<file path="src/i2c_bus_pkg.sv">
package i2c_bus_pkg;

    // Widths seen on the wire
    typedef logic [6:0]  i2c_addr_t;       // 7-bit slave address
    typedef logic [7:0]  i2c_byte_t;       // One byte on SDA
    typedef logic [15:0] i2c_word_t;       // Up to two data bytes, MSB byte first
    typedef logic [3:0]  bit_idx_t;        // Bit position inside a word

    // Bit-level engine states
    typedef enum logic [3:0] {
        S_IDLE       = 4'd0,
        S_START      = 4'd1,
        S_ADDR       = 4'd2,
        S_RW         = 4'd3,
        S_SLAVE_ACK  = 4'd4,
        S_WRITE_MSB  = 4'd5,
        S_WRITE_LSB  = 4'd6,
        S_READ_MSB   = 4'd7,
        S_READ_LSB   = 4'd8,
        S_MASTER_ACK = 4'd9,
        S_STOP1      = 4'd10,
        S_STOP2      = 4'd11
    } bus_state_t;

    // First bit index of each data byte
    localparam bit_idx_t MSB_BYTE_TOP = 4'd15;
    localparam bit_idx_t MSB_BYTE_END = 4'd8;
    localparam bit_idx_t LSB_BYTE_TOP = 4'd7;

endpackage

</file>
<file path="src/i2c_cmd_pkg.sv">
package i2c_cmd_pkg;

    // One queued transfer, 25 bits
    typedef struct packed {
        i2c_bus_pkg::i2c_addr_t addr;      // Slave address
        logic                   rw;        // High for read
        logic                   two_bytes; // Two data bytes instead of one
        i2c_bus_pkg::i2c_word_t wdata;     // Write data, low byte in one-byte mode
    } i2c_cmd_t;

    // Outcome of one transfer, 17 bits
    typedef struct packed {
        i2c_bus_pkg::i2c_word_t rdata;     // Read data, MSB byte received first
        logic                   nack;      // Address or write byte not acknowledged
    } i2c_result_t;

    // Number of command entries in the queue
    typedef int unsigned queue_depth_t;

    localparam queue_depth_t DEFAULT_DEPTH = 4;

endpackage

</file>
<file path="src/i2c_cmd_fifo.sv">
`timescale 1ns/1ps

module i2c_cmd_fifo #(
    parameter i2c_cmd_pkg::queue_depth_t DEPTH = 4  // Power of two
) (
    input  logic                  clk,
    input  logic                  rst,
    input  logic                  push,
    input  i2c_cmd_pkg::i2c_cmd_t din,
    input  logic                  pop,
    output i2c_cmd_pkg::i2c_cmd_t head,
    output logic                  empty,
    output logic                  full
);

    localparam int AW = $clog2(DEPTH);

    typedef logic [AW-1:0] ptr_t;
    typedef logic [AW:0]   count_t;

    i2c_cmd_pkg::i2c_cmd_t mem [DEPTH];

    ptr_t   wr_ptr;
    ptr_t   rd_ptr;
    count_t count;
    logic   do_push;
    logic   do_pop;

    assign do_push = push && !full;  // Overflowing pushes are dropped
    assign do_pop  = pop && !empty;

    assign empty = (count == '0);
    assign full  = (count == count_t'(DEPTH));
    assign head  = mem[rd_ptr];

    // Storage array
    always_ff @(posedge clk)
    begin
        if (do_push)
        begin
            mem[wr_ptr] <= din;
        end
    end

    always_ff @(posedge clk)
    begin
        if (rst)
        begin
            wr_ptr <= '0;
            rd_ptr <= '0;
            count  <= '0;
        end
        else
        begin
            if (do_push)
                wr_ptr <= wr_ptr + ptr_t'(1);  // Wraps at DEPTH
            if (do_pop)
                rd_ptr <= rd_ptr + ptr_t'(1);
            // Push and pop together leave count alone
            if (do_push && !do_pop)
                count <= count + count_t'(1);
            else if (do_pop && !do_push)
                count <= count - count_t'(1);
        end
    end

endmodule

</file>
<file path="src/i2c_cmd_sequencer.sv">
`timescale 1ns/1ps

module i2c_cmd_sequencer (
    input  logic                     clk,
    input  logic                     rst,
    input  logic                     empty,
    input  i2c_cmd_pkg::i2c_cmd_t    head,
    output logic                     pop,
    output logic                     start,
    output i2c_cmd_pkg::i2c_cmd_t    cmd,
    input  logic                     ready,
    input  i2c_cmd_pkg::i2c_result_t bus_result,
    output logic                     done,
    output i2c_cmd_pkg::i2c_result_t result
);

    typedef enum logic [1:0] {
        SEQ_WAIT   = 2'd0,
        SEQ_LAUNCH = 2'd1,
        SEQ_FINISH = 2'd2
    } seq_state_t;

    seq_state_t            state;
    i2c_cmd_pkg::i2c_cmd_t cmd_q;
    logic                  issue;

    // Pop and start go out together
    assign issue = (state == SEQ_WAIT) && !empty && ready;
    assign pop   = issue;
    assign start = issue;

    // Head feeds the engine on the start cycle, the held copy afterwards
    assign cmd = (state == SEQ_WAIT) ? head : cmd_q;

    always_ff @(posedge clk)
    begin
        if (issue)
            cmd_q <= head;
        if ((state == SEQ_FINISH) && ready)
            result <= bus_result;
    end

    always_ff @(posedge clk)
    begin
        if (rst)
        begin
            state <= SEQ_WAIT;
            done  <= 1'b0;
        end
        else
        begin
            done <= 1'b0;
            case (state)
                SEQ_WAIT:
                begin
                    if (issue)
                        state <= SEQ_LAUNCH;
                end
                SEQ_LAUNCH:
                begin
                    if (!ready)
                        state <= SEQ_FINISH;  // Engine has taken the command
                end
                SEQ_FINISH:
                begin
                    if (ready)
                    begin
                        state <= SEQ_WAIT;
                        done  <= 1'b1;  // Lines up with the registered result
                    end
                end
                default:
                    state <= SEQ_WAIT;
            endcase
        end
    end

endmodule

</file>
<file path="src/i2c_bus_master.sv">
`timescale 1ns/1ps

module i2c_bus_master (
    input  logic                     clk,
    input  logic                     rst,
    input  logic                     start,
    input  i2c_cmd_pkg::i2c_cmd_t    cmd,
    input  logic                     sda_in,
    output logic                     sda_low,
    output logic                     scl_low,
    output logic                     ready,
    output i2c_cmd_pkg::i2c_result_t result
);

    i2c_bus_pkg::bus_state_t state;
    i2c_bus_pkg::bus_state_t state_nxt;
    i2c_bus_pkg::bit_idx_t   cnt;
    i2c_bus_pkg::bit_idx_t   cnt_nxt;
    i2c_bus_pkg::i2c_byte_t  addr_byte;
    i2c_bus_pkg::i2c_word_t  rdata_q;
    i2c_cmd_pkg::i2c_cmd_t   cmd_q;

    logic sda_en;
    logic sda_en_nxt;
    logic scl_en;
    logic scl_en_nxt;
    logic data_phase;  // Address byte has been acknowledged
    logic two_q;       // Another data byte follows the current one
    logic nack_q;
    logic ready_q;

    assign addr_byte = {cmd_q.addr, cmd_q.rw};  // Address then R/W, MSB first

    assign sda_low = sda_en;
    // SCL is pulled low while clk is high, so it rises mid-bit on the falling edge
    assign scl_low = scl_en && clk;
    assign ready   = ready_q;

    assign result.rdata = rdata_q;
    assign result.nack  = nack_q;

    always_comb
    begin
        state_nxt  = state;
        cnt_nxt    = cnt;
        sda_en_nxt = 1'b0;  // SDA released unless a state pulls it
        scl_en_nxt = 1'b0;
        case (state)
            i2c_bus_pkg::S_IDLE:
            begin
                if (start)
                begin
                    state_nxt  = i2c_bus_pkg::S_START;
                    sda_en_nxt = 1'b1;  // Start, SDA falls with SCL high
                end
            end
            i2c_bus_pkg::S_START:
            begin
                state_nxt  = i2c_bus_pkg::S_ADDR;
                cnt_nxt    = i2c_bus_pkg::LSB_BYTE_TOP;
                sda_en_nxt = ~addr_byte[7];
                scl_en_nxt = 1'b1;
            end
            i2c_bus_pkg::S_ADDR:
            begin
                scl_en_nxt = 1'b1;
                if (cnt == 4'd1)
                begin
                    state_nxt  = i2c_bus_pkg::S_RW;
                    sda_en_nxt = ~addr_byte[0];
                end
                else
                begin
                    cnt_nxt    = cnt - 4'd1;
                    sda_en_nxt = ~addr_byte[cnt_nxt[2:0]];
                end
            end
            i2c_bus_pkg::S_RW:
            begin
                state_nxt  = i2c_bus_pkg::S_SLAVE_ACK;
                scl_en_nxt = 1'b1;
            end
            i2c_bus_pkg::S_SLAVE_ACK:
            begin
                scl_en_nxt = 1'b1;
                if (sda_in)
                begin
                    state_nxt  = i2c_bus_pkg::S_STOP1;  // No ACK
                    sda_en_nxt = 1'b1;
                end
                else if (!data_phase && cmd_q.rw)
                begin
                    state_nxt = cmd_q.two_bytes ? i2c_bus_pkg::S_READ_MSB
                                                : i2c_bus_pkg::S_READ_LSB;
                    cnt_nxt   = cmd_q.two_bytes ? i2c_bus_pkg::MSB_BYTE_TOP
                                                : i2c_bus_pkg::LSB_BYTE_TOP;
                end
                else if (!data_phase)
                begin
                    state_nxt  = cmd_q.two_bytes ? i2c_bus_pkg::S_WRITE_MSB
                                                 : i2c_bus_pkg::S_WRITE_LSB;
                    cnt_nxt    = cmd_q.two_bytes ? i2c_bus_pkg::MSB_BYTE_TOP
                                                 : i2c_bus_pkg::LSB_BYTE_TOP;
                    sda_en_nxt = ~cmd_q.wdata[cnt_nxt];
                end
                else if (two_q)
                begin
                    state_nxt  = i2c_bus_pkg::S_WRITE_LSB;  // Second write byte
                    cnt_nxt    = i2c_bus_pkg::LSB_BYTE_TOP;
                    sda_en_nxt = ~cmd_q.wdata[cnt_nxt];
                end
                else
                begin
                    state_nxt  = i2c_bus_pkg::S_STOP1;
                    sda_en_nxt = 1'b1;
                end
            end
            i2c_bus_pkg::S_WRITE_MSB, i2c_bus_pkg::S_WRITE_LSB:
            begin
                scl_en_nxt = 1'b1;
                if ((state == i2c_bus_pkg::S_WRITE_MSB && cnt == i2c_bus_pkg::MSB_BYTE_END) ||
                    (state == i2c_bus_pkg::S_WRITE_LSB && cnt == 4'd0))
                begin
                    state_nxt = i2c_bus_pkg::S_SLAVE_ACK;
                end
                else
                begin
                    cnt_nxt    = cnt - 4'd1;
                    sda_en_nxt = ~cmd_q.wdata[cnt_nxt];
                end
            end
            i2c_bus_pkg::S_READ_MSB:
            begin
                scl_en_nxt = 1'b1;
                if (cnt == i2c_bus_pkg::MSB_BYTE_END)
                begin
                    state_nxt  = i2c_bus_pkg::S_MASTER_ACK;
                    sda_en_nxt = 1'b1;  // ACK, one more byte wanted
                end
                else
                    cnt_nxt = cnt - 4'd1;
            end
            i2c_bus_pkg::S_READ_LSB:
            begin
                scl_en_nxt = 1'b1;
                if (cnt == 4'd0)
                    state_nxt = i2c_bus_pkg::S_MASTER_ACK;  // Left high, last byte
                else
                    cnt_nxt = cnt - 4'd1;
            end
            i2c_bus_pkg::S_MASTER_ACK:
            begin
                scl_en_nxt = 1'b1;
                if (two_q)
                begin
                    state_nxt = i2c_bus_pkg::S_READ_LSB;
                    cnt_nxt   = i2c_bus_pkg::LSB_BYTE_TOP;
                end
                else
                begin
                    state_nxt  = i2c_bus_pkg::S_STOP1;
                    sda_en_nxt = 1'b1;
                end
            end
            i2c_bus_pkg::S_STOP1:
            begin
                state_nxt  = i2c_bus_pkg::S_STOP2;
                sda_en_nxt = 1'b1;  // SCL goes high, SDA still low
            end
            i2c_bus_pkg::S_STOP2:
                state_nxt = i2c_bus_pkg::S_IDLE;  // SDA rises, stop
            default:
                state_nxt = i2c_bus_pkg::S_IDLE;
        endcase
    end

    // Command copy and read word
    always_ff @(posedge clk)
    begin
        if (state == i2c_bus_pkg::S_IDLE)
            cmd_q <= cmd;
        if (state == i2c_bus_pkg::S_IDLE && start)
            rdata_q <= '0;  // High byte stays zero in one-byte reads
        else if (state == i2c_bus_pkg::S_READ_MSB || state == i2c_bus_pkg::S_READ_LSB)
            rdata_q[cnt] <= sda_in;
    end

    always_ff @(posedge clk)
    begin
        if (rst)
        begin
            state      <= i2c_bus_pkg::S_IDLE;
            cnt        <= '0;
            sda_en     <= 1'b0;
            scl_en     <= 1'b0;
            data_phase <= 1'b0;
            two_q      <= 1'b0;
            nack_q     <= 1'b0;
            ready_q    <= 1'b0;
        end
        else
        begin
            state   <= state_nxt;
            cnt     <= cnt_nxt;
            sda_en  <= sda_en_nxt;
            scl_en  <= scl_en_nxt;
            ready_q <= (state_nxt == i2c_bus_pkg::S_IDLE);
            case (state)
                i2c_bus_pkg::S_IDLE:
                begin
                    if (start)
                    begin
                        data_phase <= 1'b0;
                        nack_q     <= 1'b0;
                    end
                end
                i2c_bus_pkg::S_SLAVE_ACK:
                begin
                    if (sda_in)
                        nack_q <= 1'b1;
                    else if (!data_phase)
                    begin
                        data_phase <= 1'b1;
                        two_q      <= cmd_q.two_bytes;
                    end
                    else
                        two_q <= 1'b0;
                end
                i2c_bus_pkg::S_MASTER_ACK:
                    two_q <= 1'b0;
                default:
                begin
                end
            endcase
        end
    end

endmodule

</file>
<file path="src/i2c_ctrl_top.sv">
`timescale 1ns/1ps

module i2c_ctrl_top #(
    parameter i2c_cmd_pkg::queue_depth_t FIFO_DEPTH = i2c_cmd_pkg::DEFAULT_DEPTH
) (
    input  logic                     clk,
    input  logic                     rst,
    input  logic                     cmd_push,
    input  i2c_cmd_pkg::i2c_cmd_t    cmd,
    output logic                     cmd_full,
    output logic                     done,
    output i2c_cmd_pkg::i2c_result_t result,
    output logic                     sda_low,
    output logic                     scl_low,
    input  logic                     sda_in
);

    i2c_cmd_pkg::i2c_cmd_t    head;
    i2c_cmd_pkg::i2c_cmd_t    bus_cmd;
    i2c_cmd_pkg::i2c_result_t bus_result;

    logic cmd_empty;
    logic pop;
    logic start;
    logic ready;

    i2c_cmd_fifo #(
        .DEPTH (FIFO_DEPTH)
    ) u_fifo (
        .clk   (clk),
        .rst   (rst),
        .push  (cmd_push),
        .din   (cmd),
        .pop   (pop),
        .head  (head),
        .empty (cmd_empty),
        .full  (cmd_full)
    );

    i2c_cmd_sequencer u_seq (
        .clk        (clk),
        .rst        (rst),
        .empty      (cmd_empty),
        .head       (head),
        .pop        (pop),
        .start      (start),
        .cmd        (bus_cmd),
        .ready      (ready),
        .bus_result (bus_result),
        .done       (done),
        .result     (result)
    );

    i2c_bus_master u_master (
        .clk     (clk),
        .rst     (rst),
        .start   (start),
        .cmd     (bus_cmd),
        .sda_in  (sda_in),
        .sda_low (sda_low),
        .scl_low (scl_low),
        .ready   (ready),
        .result  (bus_result)
    );

endmodule

</file>
<file path="config.mk">
export PLATFORM = sky130hd
export DESIGN_NAME = i2c_ctrl_top
export DESIGN_NICKNAME = d
export VERILOG_FILES = /design/src/i2c_bus_pkg.sv /design/src/i2c_cmd_pkg.sv /design/src/i2c_cmd_fifo.sv /design/src/i2c_cmd_sequencer.sv /design/src/i2c_bus_master.sv /design/src/i2c_ctrl_top.sv
export SDC_FILE = /design/constraint.sdc
export NUM_CORES = 1
export LEC_CHECK = 0
export BUFFER_PORTS_ARGS = -buffer_cell sky130_fd_sc_hd__buf_4
export CAP_MARGIN = 10
export CORE_MARGIN = 3
export CORE_UTILIZATION = 55
export CTS_CLUSTER_DIAMETER = 200
export DETAILED_ROUTE_END_ITERATION = 12
export MAX_ROUTING_LAYER = met4
export PLACE_DENSITY = 0.7
export SLEW_MARGIN = 20
export SYNTH_ARGS = -nofsm -noshare
export SYNTH_HDL_FRONTEND = slang
export SYNTH_HIERARCHICAL = 1
export SYNTH_SLANG_ARGS = --single-unit
</file>
<file path="constraint.sdc">
create_clock -name clk -period 10.5 [get_ports clk]
set_clock_uncertainty 0.05 [all_clocks]
set_input_delay 1.05 -clock clk [delete_from_list [all_inputs] [get_ports clk]]
set_output_delay 1.05 -clock clk [all_outputs]
set_load 0.02 [all_outputs]
</file>
==> Word-level counts from Yosys, hierarchy flattened <==
Memories as Yosys holds them, arrays and structs flattened. A register that Yosys moved wholly into a read port is not among the register bits.
Index checks and enable logic that the tools add are counted.
{ "classes": {"bitwise": 7, "n_lt_le_gt_ge": 5, "eq_ne": 25, "n_mux": 63, "n_reduce_logical": 37, "n_addsub": 5} }
{ "op_table": {"columns": ["op", "count"], "rows": [
  ["4-bit two-way mux", 19],
  ["4-bit case mux with 10 select lines", 1],
  ["4-bit case mux with 7 select lines", 1],
  ["25-bit two-way mux", 1],
  ["1-bit two-way mux", 22],
  ["2-bit != test, second input constant", 9],
  ["16-bit bitwise mux", 1],
  ["4-bit by 3-bit equality test with 1-bit output, second input constant", 4],
  ["4-bit equality test, second input constant", 4],
  ["4-bit by 5-bit less-than comparator with 1-bit output, second input constant", 3],
  ["2-bit two-way mux", 7],
  ["1-bit logical AND", 13],
  ["4-bit zero test", 3],
  ["3-bit AND reduction", 3],
  ["9-bit OR reduction", 1],
  ["1-bit binary-select mux with 4-bit select", 2],
  ["4-bit by 1-bit equality test with 1-bit output, second input constant", 2],
  ["4-bit by 2-bit equality test with 1-bit output, second input constant", 2],
  ["1-bit case mux with 8 select lines", 1],
  ["1-bit NOT", 7],
  ["7-bit nonzero test", 1],
  ["3-bit two-way mux", 2],
  ["1-bit case mux with 2 select lines", 3],
  ["2-bit case mux with 3 select lines", 1],
  ["other kinds (20)", 29]
]} }
{ "totals": {"mem_count": 1, "inputBits": 29, "ram_bits": 100, "register_bits": 107} }
{ "memory_table": {"columns": ["memory", "depth", "word_bits", "read_ports", "rd_clocked_by_memory_dff", "write_ports", "line_no", "source"], "rows": [
  ["u_fifo.mem", 4, 25, 1, 1, 1, "i2c_cmd_fifo.sv:21", "i2c_cmd_pkg::i2c_cmd_t mem [DEPTH];"]
]} }

==> Depth between registers and ports, before layout <==
Gate-level depths: netlist of the first run.
{ "depth": {"word_depth": 8, "depth_mapped": 9, "mapped_depth_nobuf": 9} }

==> Modules after synthesis <==
The synthesis of the first run kept the hierarchy.
{ "by_module_without_submodules": {"columns": ["module", "cells_each", "seq_area_each_um2", "n_inst", "area_each_um2"], "rows": [
  ["i2c_cmd_fifo", 179, 3183.1, 1, 4125.2],
  ["i2c_bus_master", 272, 1351.3, 1, 2806.4],
  ["i2c_cmd_sequencer", 81, 1321.3, 1, 1776.7]
]} }

==> flow_summary_export.csv, run 1 <==
group,metric,value,unit
clock_network,path_clk_slew,60,ps
synth,synth_area,8710,um2
power,internal_power,1940,uW
hold_path,whs_endpoint,"u_seq/result[0]",
worst_setup_path,crit_type,"clock port to primary output",
hold_path,min_from,"u_master/nack_q",
timing,finalHoldViolCount,0,
clock_network,cts_hold_buf,0,
global_routing,grt_max_degree,31,
timing,setup_ws,3620,ps
worst_setup_path,cp_max_fo,2,
power,clockPowerShare,30.9,%
route,initialDrtViolationCount,345,
route,ant_nets,0,
worst_setup_path,required,9400,ps
synth,synth-edff-count,167,
floorplan,coreArea,15400,um2
timing,tightest_slew,988,ps
timing,relSlewSlack,34.0,%
route,drc,0,
power,p_sw_share,27.7,%
synth,synth_top_cell_by_area,"edfxtp_1",
job,drv_cap,0,
global_routing,overflow,0,
outcome,status,"completed",
final_layout,syn2layout_area_growth,15.1,%
synth,synthCells,532,
timing,slew_violations,0,
synth,netlist.area_leader.share,57.6,%
timing,rsz0062_at_grt,"no",
floorplan,die_w,132,um
floorplan,die_area,17400,um2
synth,yosysWarnings,6,
power,power.share.sequential,44.5,%
timing,finalSetupTns,0,ps
place,portBuffers,49,
worst_setup_path,start_kind,"clock port",
timing,setup_violations,0,
synth,ys_types,64,
clock_network,clock_latency,610,ps
synth,ys_seq_area_share,67.2,%
place,place_congestion,0.839,
route,wl,15300,um
place,dp_hpwl,9350,um
synth,synth.most_common_cell,"edfxtp_1",
floorplan,std_cell_rows,45,
worst_setup_path,rr_worst_depth,5,
global_routing,first_global_vias,4742,
place,dp_slack,3890,ps
power,p_per_area,268,nW/um2
floorplan,floorplan.initialDensity,56.7,%
synth,synthTopCellsByArea,"edfxtp_1 58%, dfxtp_1 9.7%, mux4_2 5.2%",
floorplan,pin_count,50,
final_layout,drive_gt1_share,24.9,%
clock_network,cts_tree,"yes",
floorplan,die_h,132,um
hold_path,hold_path.class,"register to register",
final_layout,num_antenna_cells,0,
worst_setup_path,critPathArrivalTime,5780,ps
power,comb_power_share,24.6,%
synth,synthArstFlopShare,0,%
route,vias,4682,
power,ir_worst_vdd,0.148,mV
synth,ys.flop_type,"edfxtp_1",
hold_path,holdPathStages,0,
worst_setup_path,reg2reg_to,"u_master/rdata_q[13]",
clock_network,cts_resized,0,
power,power.switching,745,uW
power,p_leak,0.00363,uW
route,dr.pass1.iters,5,
synth,avgSynthCellArea,16.4,um2
synth,synth_nets,571,
final_layout,nNetsFinal,626,
worst_setup_path,critPathCaptureType,"primary output",
global_routing,grt_pass1_wl,24700,um
synth,synth-seq-cells,209,
worst_setup_path,r2r_slack,7860,ps
synth,ys_top_cells_by_count,"167 x edfxtp_1, 42 x dfxtp_1, 32 x nor2_1",
worst_setup_path,worstReg2RegStart,"u_master/state[3]",
global_routing,grt_usage,18.5,%
route,post_drt_via_cell_ratio,5.75,
global_routing,antenna_found_initial,0,
clock_network,cts_setup_buffers,0,
route,wl_per_cell,18.8,um
-- worst max path at each step --
stage | cells after the start | slack [ps] | from | to
after floorplan | 1 | 3970 | clk | scl_low
after global placement | 2 | 3890 | clk | scl_low
after detailed placement | 2 | 3890 | clk | scl_low
after CTS | 4 | 3610 | clk | scl_low
after global routing | 4 | 3610 | clk | scl_low
final | 4 | 3620 | clk | scl_low
-- critical path, cell delays in order --
cell,delay [ps]
clkbuf_16,120
clkbuf_16,130
and2_1,130
buf_4,150
-- cell usage in the layout, fill, tap and decap left out, types with 4 or more instances in the layout --
cell type  count
inv_1         13
nand3b_1       5
xor2_1         8
or3_1          5
mux2_4        20
mux4_1        11
mux2i_1       17
nand2_1       20
dfxtp_1       42
mux4_2        20
clkbuf_16     25
nor3_1         9
o21ai_0        7
a21oi_1       22
ha_1           9
edfxtp_1     167
a211oi_1       5
nor2b_1        6
clkinv_1       4
buf_4         57
nand2b_1       5
and2_1         6
nand3_1       12
mux2_2         6
nor2_1        32
-- state kept, by name, indices dropped and copies added (netlist names), 4 cells and up, named ones only --
name,cells
u_fifo/mem,100
u_seq/cmd_q,25
u_master/cmd_q,17
u_seq/result,17
u_master/rdata_q,16
u_master/addr_byte,8
u_master/cnt,4
u_master/state,4
-- kinds of logic after synthesis --
kind of cell,after synthesis,share of synthesized area (%)
adders and majority gates,10,1.52
DFF,209,67.2
and+or+nand+nor,128,8.16
xor gates and xnor gates,11,1.11
AOI/OAI and AO/OA,58,4.48
muxes,74,14.7
buffers and inverters,42,2.82
-- per-stage QoR --
stage	power (uW)	cells	hold slack (ps)	utilization [%]	area [um2]
after floorplan	1730	532	358	-	8710
after global placement	1860	771	363	60.0	9220
after detailed placement	1880	771	371	60.0	9220
after CTS	2720	814	385	65.2	10000
after global routing	2830	814	396	65.2	10000
final	2690	814	381	65.2	10000
-- power groups by stage --
| stage | Clock, uW | Combinational [uW] | Sequential (uW) |
|---|---|---|---|
| after floorplan | 1.75 | 554 | 1180 |
| after global placement | 2.93 | 653 | 1210 |
| after detailed placement | 2.93 | 664 | 1210 |
| after CTS | 850 | 668 | 1200 |
| after global routing | 891 | 718 | 1220 |
| final | 831 | 660 | 1200 |
-- metal layers --
layer / GRT usage [%] / wire length [um] / vias up
li1: - / - / 2168
met1: 23.9 / 6750 / 2347
met2: 28.5 / 7380 / 142
met3: 5.00 / 795 / 25
met4: 7.12 / 356 / 0
met5: - / 0 / -
-- layout make-up --
class	instances	area (um2)
clock buffers	30	658
flip-flops and latches	209	5860
repair buffers	56	420
multi-input cells	281	2620
well taps	211	264
inverters	13	48.8
clock inverters	14	159
fillers	1054	5350
Note: power is estimated with default switching activity, not from simulation.
==> run 2: changes to the inputs <==
--- a/config.mk
+++ b/config.mk
@@ -5,6 +5,7 @@
 export SDC_FILE = /design/constraint.sdc
 export NUM_CORES = 1
 export LEC_CHECK = 0
+export ABC_AREA = 1
 export BUFFER_PORTS_ARGS = -buffer_cell sky130_fd_sc_hd__buf_4
 export CAP_MARGIN = 10
 export CORE_MARGIN = 3
==> constraint.sdc (replaced) <==
create_clock -name clk -period 7.2 [get_ports clk]
set_clock_uncertainty 0.05 [all_clocks]
set_input_delay 0.72 -clock clk [delete_from_list [all_inputs] [get_ports clk]]
set_output_delay 0.72 -clock clk [all_outputs]
set_load 0.02 [all_outputs]
==> flow_summary_export.csv, run 2 <==
group,metric,value,unit
place,dpl-instance-area,9320,um2
hold_path,holdPathStages,1,
job,drv_cap,0,
timing,setup_violations,0,
synth,synth_top_cell_by_area,"edfxtp_1",
synth,synth.most_common_cell,"nand2_1",
final_layout,regMostFlops,"u_fifo/mem",
synth,synth-edff-count,167,
worst_setup_path,r2r_slack,4370,ps
synth,yosysWarnings,6,
place,portBuffers,49,
floorplan,std_cell_rows,45,
clock_network,cts_resized,0,
global_routing,first_global_vias,5900,
worst_setup_path,critPathArrivalTime,4070,ps
synth,synthTopCellsByArea,"edfxtp_1 57%, dfxtp_1 9.5%, nand2_1 7.7%",
timing,finalHoldViolCount,0,
synth,ys_types,37,
final_layout,num_antenna_cells,0,
synth,ys_top_cells_by_count,"182 x nand2_1, 167 x edfxtp_1, 103 x nor2_1",
clock_network,cts_tree,"yes",
worst_setup_path,cp_max_fo,2,
worst_setup_path,start_kind,"clock port",
hold_path,min_from,"cmd[0]",
final_layout,seqCellArea,5860,um2
global_routing,grt_usage,20.7,%
clock_network,cts_setup_buffers,0,
place,place_congestion,0.874,
final_layout,post-route-cell-area,10100,um2
route,wl,17800,um
floorplan,die_w,133,um
synth,synth_nets,869,
place,dp_hpwl,11300,um
route,drc,0,
global_routing,antenna_found_initial,0,
worst_setup_path,critPathCaptureType,"primary output",
route,top_layer,"met4",
synth,netlist.area_leader.share,56.7,%
final_layout,nNetsFinal,923,
power,p_per_area,398,nW/um2
floorplan,die_area,17600,um2
timing,relSlewSlack,32.4,%
outcome,status,"completed",
power,ir_worst_vdd,0.241,mV
hold_path,hold_path.class,"primary input to register",
floorplan,coreArea,15500,um2
route,wl_met2,8780,um
final_layout,syn2layout_area_growth,14.6,%
synth,synth-seq-cells,209,
clock_network,clock_latency,610,ps
final_layout,reg.largest.list,"u_fifo/mem: 100 flops, u_seq/cmd_q: 25 flops",
worst_setup_path,worstReg2RegStart,"u_seq/state[1]",
synth,synthArstFlopShare,0,%
worst_setup_path,reg2reg_to,"u_master/ready",
hold_path,whs_endpoint,"u_fifo/mem[3][0]",
clock_network,path_clk_slew,60,ps
route,drt-met1-wl,7660,um
synth,synthCells,830,
clock_network,cts_hold_buf,0,
route,wl_per_cell,16.0,um
timing,tightest_slew,1010,ps
floorplan,floorplan.initialDensity,57.1,%
route,wl_met3,993,um
route,vias,5922,
floorplan,pin_count,50,
synth,ys.flop_type,"edfxtp_1",
route,ant_nets,0,
floorplan,die_h,133,um
synth,ys_seq_area_share,66.2,%
global_routing,overflow,0,
final_layout,final_common_cell,"nand2_1",
synth,avgSynthCellArea,10.7,um2
final_layout,multi_input_area,2510,um2
timing,finalSetupTns,0,ps
timing,rsz0062_at_grt,"no",
global_routing,grt_max_degree,52,
worst_setup_path,rr_worst_depth,8,
worst_setup_path,crit_type,"clock port to primary output",
route,initialDrtViolationCount,490,
power,p_leak,0.00411,uW
synth,synth_area,8840,um2
route,post_drt_via_cell_ratio,5.33,
worst_setup_path,required,6430,ps
timing,slew_violations,0,
final_layout,fill_cells,1145,
final_layout,largest_register_ffs,100,
route,dr.pass1.iters,6,
global_routing,grt_pass1_wl,28700,um
final_layout,final_cell_mix,"182 x nand2_1, 167 x edfxtp_1, 98 x nor2_1",
final_layout,drive_gt1_share,16.1,%
==> run 2: power by group <==
part	total, uW	internal, uW	switching (uW)
clock	1220	780	445
sequential	1750	1640	108
combinational	1060	307	751
total	4030	2730	1300
==> run 2: final cells by class <==
class | count | area share [%]
Sequential cell | 209 | 57.8
Multi-Input combinational cell | 521 | 24.8
Clock buffer | 37 | 6.96
Timing Repair Buffer | 54 | 4.00
Inverter | 71 | 2.65
Tap cell | 211 | 2.60
Clock inverter | 8 | 1.19
==> run 2: metrics by stage <==
| step | hold slack, ps | setup WS (ps) | power (uW) | cells | utilization [%] |
|---|---|---|---|---|---|
| floorplan | 353 | 2710 | 2570 | 830 | - |
| global placement | 370 | 2620 | 2780 | 1068 | 60.2 |
| detailed placement | 365 | 2620 | 2830 | 1068 | 60.2 |
| CTS | 243 | 2360 | 4060 | 1111 | 65.4 |
| global route | 241 | 2340 | 4290 | 1111 | 65.5 |
| finish | 262 | 2360 | 4030 | 1111 | 65.5 |
==> run 2: worst max path at each step <==
| stage | from | to | slack (ps) | cells after the start |
|---|---|---|---|---|
| 2_1_floorplan | clk | scl_low | 2710 | 2 |
| 3_3_place_gp | clk | scl_low | 2620 | 3 |
| 3_5_place_dp | clk | scl_low | 2620 | 3 |
| 4_1_cts | clk | scl_low | 2360 | 5 |
| 5_1_grt | clk | scl_low | 2340 | 5 |
| 6_report | clk | scl_low | 2360 | 5 |
==> run 2: critical path, stage by stage <==
cell	delay [ps]
clkbuf_16	120
clkbuf_16	130
nand2_1	40
inv_1	30
buf_4	140
==> run 2: metal layers <==
metal	vias up	track usage, %
li1	2939	-
met1	2781	26.3
met2	174	33.6
met3	28	4.52
met4	0	6.76
met5	-	-
==> run 2: cell families after synthesis <==
kind of cell | count (synthesis) | share of synthesized area, %
flip-flops | 209 | 66.2
AND/OR/NAND/NOR | 372 | 18.2
XOR/XNOR | 1 | 0.0991
AO/OA/AOI/OAI | 138 | 8.43
buffers and inverters | 100 | 5.53
adder cells (fa/ha/maj) | 10 | 1.50
==> run 3: changes to the inputs <==
--- a/config.mk
+++ b/config.mk
@@ -13,7 +13,7 @@
 export CTS_CLUSTER_DIAMETER = 200
 export DETAILED_ROUTE_END_ITERATION = 12
 export MAX_ROUTING_LAYER = met4
-export PLACE_DENSITY = 0.7
+export PLACE_DENSITY = 0.73
 export SLEW_MARGIN = 20
 export SYNTH_ARGS = -nofsm -noshare
 export SYNTH_HDL_FRONTEND = slang
==> constraint.sdc (replaced) <==
create_clock -name clk -period 4.26 [get_ports clk]
set_clock_uncertainty 0.05 [all_clocks]
set_input_delay 0.426 -clock clk [delete_from_list [all_inputs] [get_ports clk]]
set_output_delay 0.426 -clock clk [all_outputs]
set_load 0.02 [all_outputs]
==> flow_summary_export.csv, run 3 (same netlist as run 2, synthesis figures left out) <==
group,metric,value,unit
final_layout,seqCellArea,5860,um2
global_routing,first_global_vias,6147,
route,wl_per_cell,15.9,um
worst_setup_path,rr_worst_depth,10,
global_routing,antenna_found_initial,0,
final_layout,syn2layout_area_growth,18.3,%
worst_setup_path,start_kind,"clock port",
outcome,status,"completed",
route,post_drt_via_cell_ratio,5.41,
route,vias,6153,
final_layout,regMostFlops,"u_fifo/mem",
timing,relSlewSlack,27.6,%
worst_setup_path,cp_max_fo,2,
final_layout,nNetsFinal,949,
place,dpl-instance-area,9320,um2
worst_setup_path,critPathCaptureType,"primary output",
timing,rsz0062_at_grt,"no",
worst_setup_path,required,3780,ps
floorplan,die_w,133,um
floorplan,coreArea,15500,um2
worst_setup_path,critPathArrivalTime,2600,ps
place,place_congestion,0.859,
final_layout,reg.largest.list,"u_fifo/mem: 100 flops, u_seq/cmd_q: 25 flops",
floorplan,floorplan.initialDensity,57.1,%
final_layout,final_common_cell,"nand2_1",
final_layout,drive_gt1_share,16.4,%
route,drc,0,
job,drv_cap,0,
global_routing,grt_usage,21.3,%
global_routing,grt_pass1_wl,29500,um
hold_path,min_from,"cmd_push",
final_layout,largest_register_ffs,100,
power,p_per_area,667,nW/um2
final_layout,num_antenna_cells,0,
hold_path,holdPathStages,4,
hold_path,hold_path.class,"primary input to register",
worst_setup_path,reg2reg_to,"u_fifo/count[1]",
floorplan,pin_count,50,
global_routing,overflow,0,
floorplan,die_h,133,um
place,portBuffers,49,
timing,setup_violations,0,
final_layout,post-route-cell-area,10500,um2
route,initialDrtViolationCount,463,
timing,tightest_slew,1090,ps
worst_setup_path,crit_type,"clock port to primary output",
floorplan,std_cell_rows,45,
clock_network,cts_tree,"yes",
final_layout,final_cell_mix,"182 x nand2_1, 167 x edfxtp_1, 98 x nor2_1",
power,ir_worst_vdd,0.433,mV
global_routing,grt_max_degree,51,
floorplan,die_area,17600,um2
worst_setup_path,worstReg2RegStart,"u_seq/state[1]",
route,wl,18100,um
worst_setup_path,r2r_slack,1570,ps
place,dp_hpwl,11400,um
route,ant_nets,0,
hold_path,whs_endpoint,"u_fifo/wr_ptr[0]",
route,dr.pass1.iters,5,
timing,finalSetupTns,0,ps
clock_network,cts_setup_buffers,0,
timing,slew_violations,0,
final_layout,multi_input_area,2510,um2
clock_network,clock_latency,630,ps
timing,finalHoldViolCount,0,
final_layout,fill_cells,1125,
clock_network,path_clk_slew,60,ps
power,p_leak,0.00425,uW
==> run 3: cell count changes in the layout (fill, tap and decap cells not counted), moves of 2 or more <==
cell,change
bufinv_16,+2
clkbuf_1,-8
clkinv_2,+3
dlygate4sd3_1,+25
==> run 3: layer usage <==
layer | global-route usage [%] | up-vias | wire [um]
li1 | - | 2984 | -
met1 | 25.9 | 2915 | 7390
met2 | 35.2 | 213 | 9080
met3 | 4.56 | 41 | 1050
met4 | 8.08 | 0 | 563
met5 | - | - | 0
==> run 3: area by class of cell <==
cell class | count | share of cell area (%)
flip-flops and latches | 209 | 56.0
multi-input cells | 521 | 24.0
repair buffers | 80 | 6.34
clock buffers | 28 | 6.22
inverters | 71 | 2.57
well taps | 211 | 2.52
clock inverters | 17 | 2.34
==> run 3: how the worst max path moves through the flow <==
stage / slack [ps] / from / cells past startpoint / endpoint
6_report: 1180 / clk / 5 / scl_low
5_1_grt: 1130 / clk / 5 / scl_low
4_1_cts: 1170 / clk / 5 / scl_low
3_5_place_dp: 1450 / clk / 3 / scl_low
3_3_place_gp: 1450 / clk / 3 / scl_low
2_1_floorplan: 1530 / clk / 2 / scl_low
==> run 3: what timing repair did <==
action / in CTS / in global routing
endpoints found under the hold margin: 100 / 0
gates resized for setup: 0 / 0
hold buffers: 25 / 0
==> run 3: through the flow <==
step	power, uW	instances	util [%]	worst slack, ps	hold slack, ps
5_1_grt	7380	1137	67.6	1130	74.7
3_5_place_dp	4780	1069	60.2	1450	369
4_1_cts	7010	1137	67.5	1170	51.5
6_report	6980	1137	67.6	1180	62.1
3_3_place_gp	4690	1069	60.2	1450	366
2_1_floorplan	4340	830	-	1530	353
==> run 3: critical path, cell delays in order <==
cell       delay (ps)
clkbuf_16         120
clkbuf_16         130
nand2_1            50
inv_1              40
buf_4             140
==> run 3: report_power, final <==
| part | switching (uW) | internal [uW] | leakage (uW) |
|---|---|---|---|
| sequential | 220 | 2780 | 0.00191 |
| combinational | 1230 | 541 | 0.00190 |
| clock | 808 | 1400 | 0.000444 |
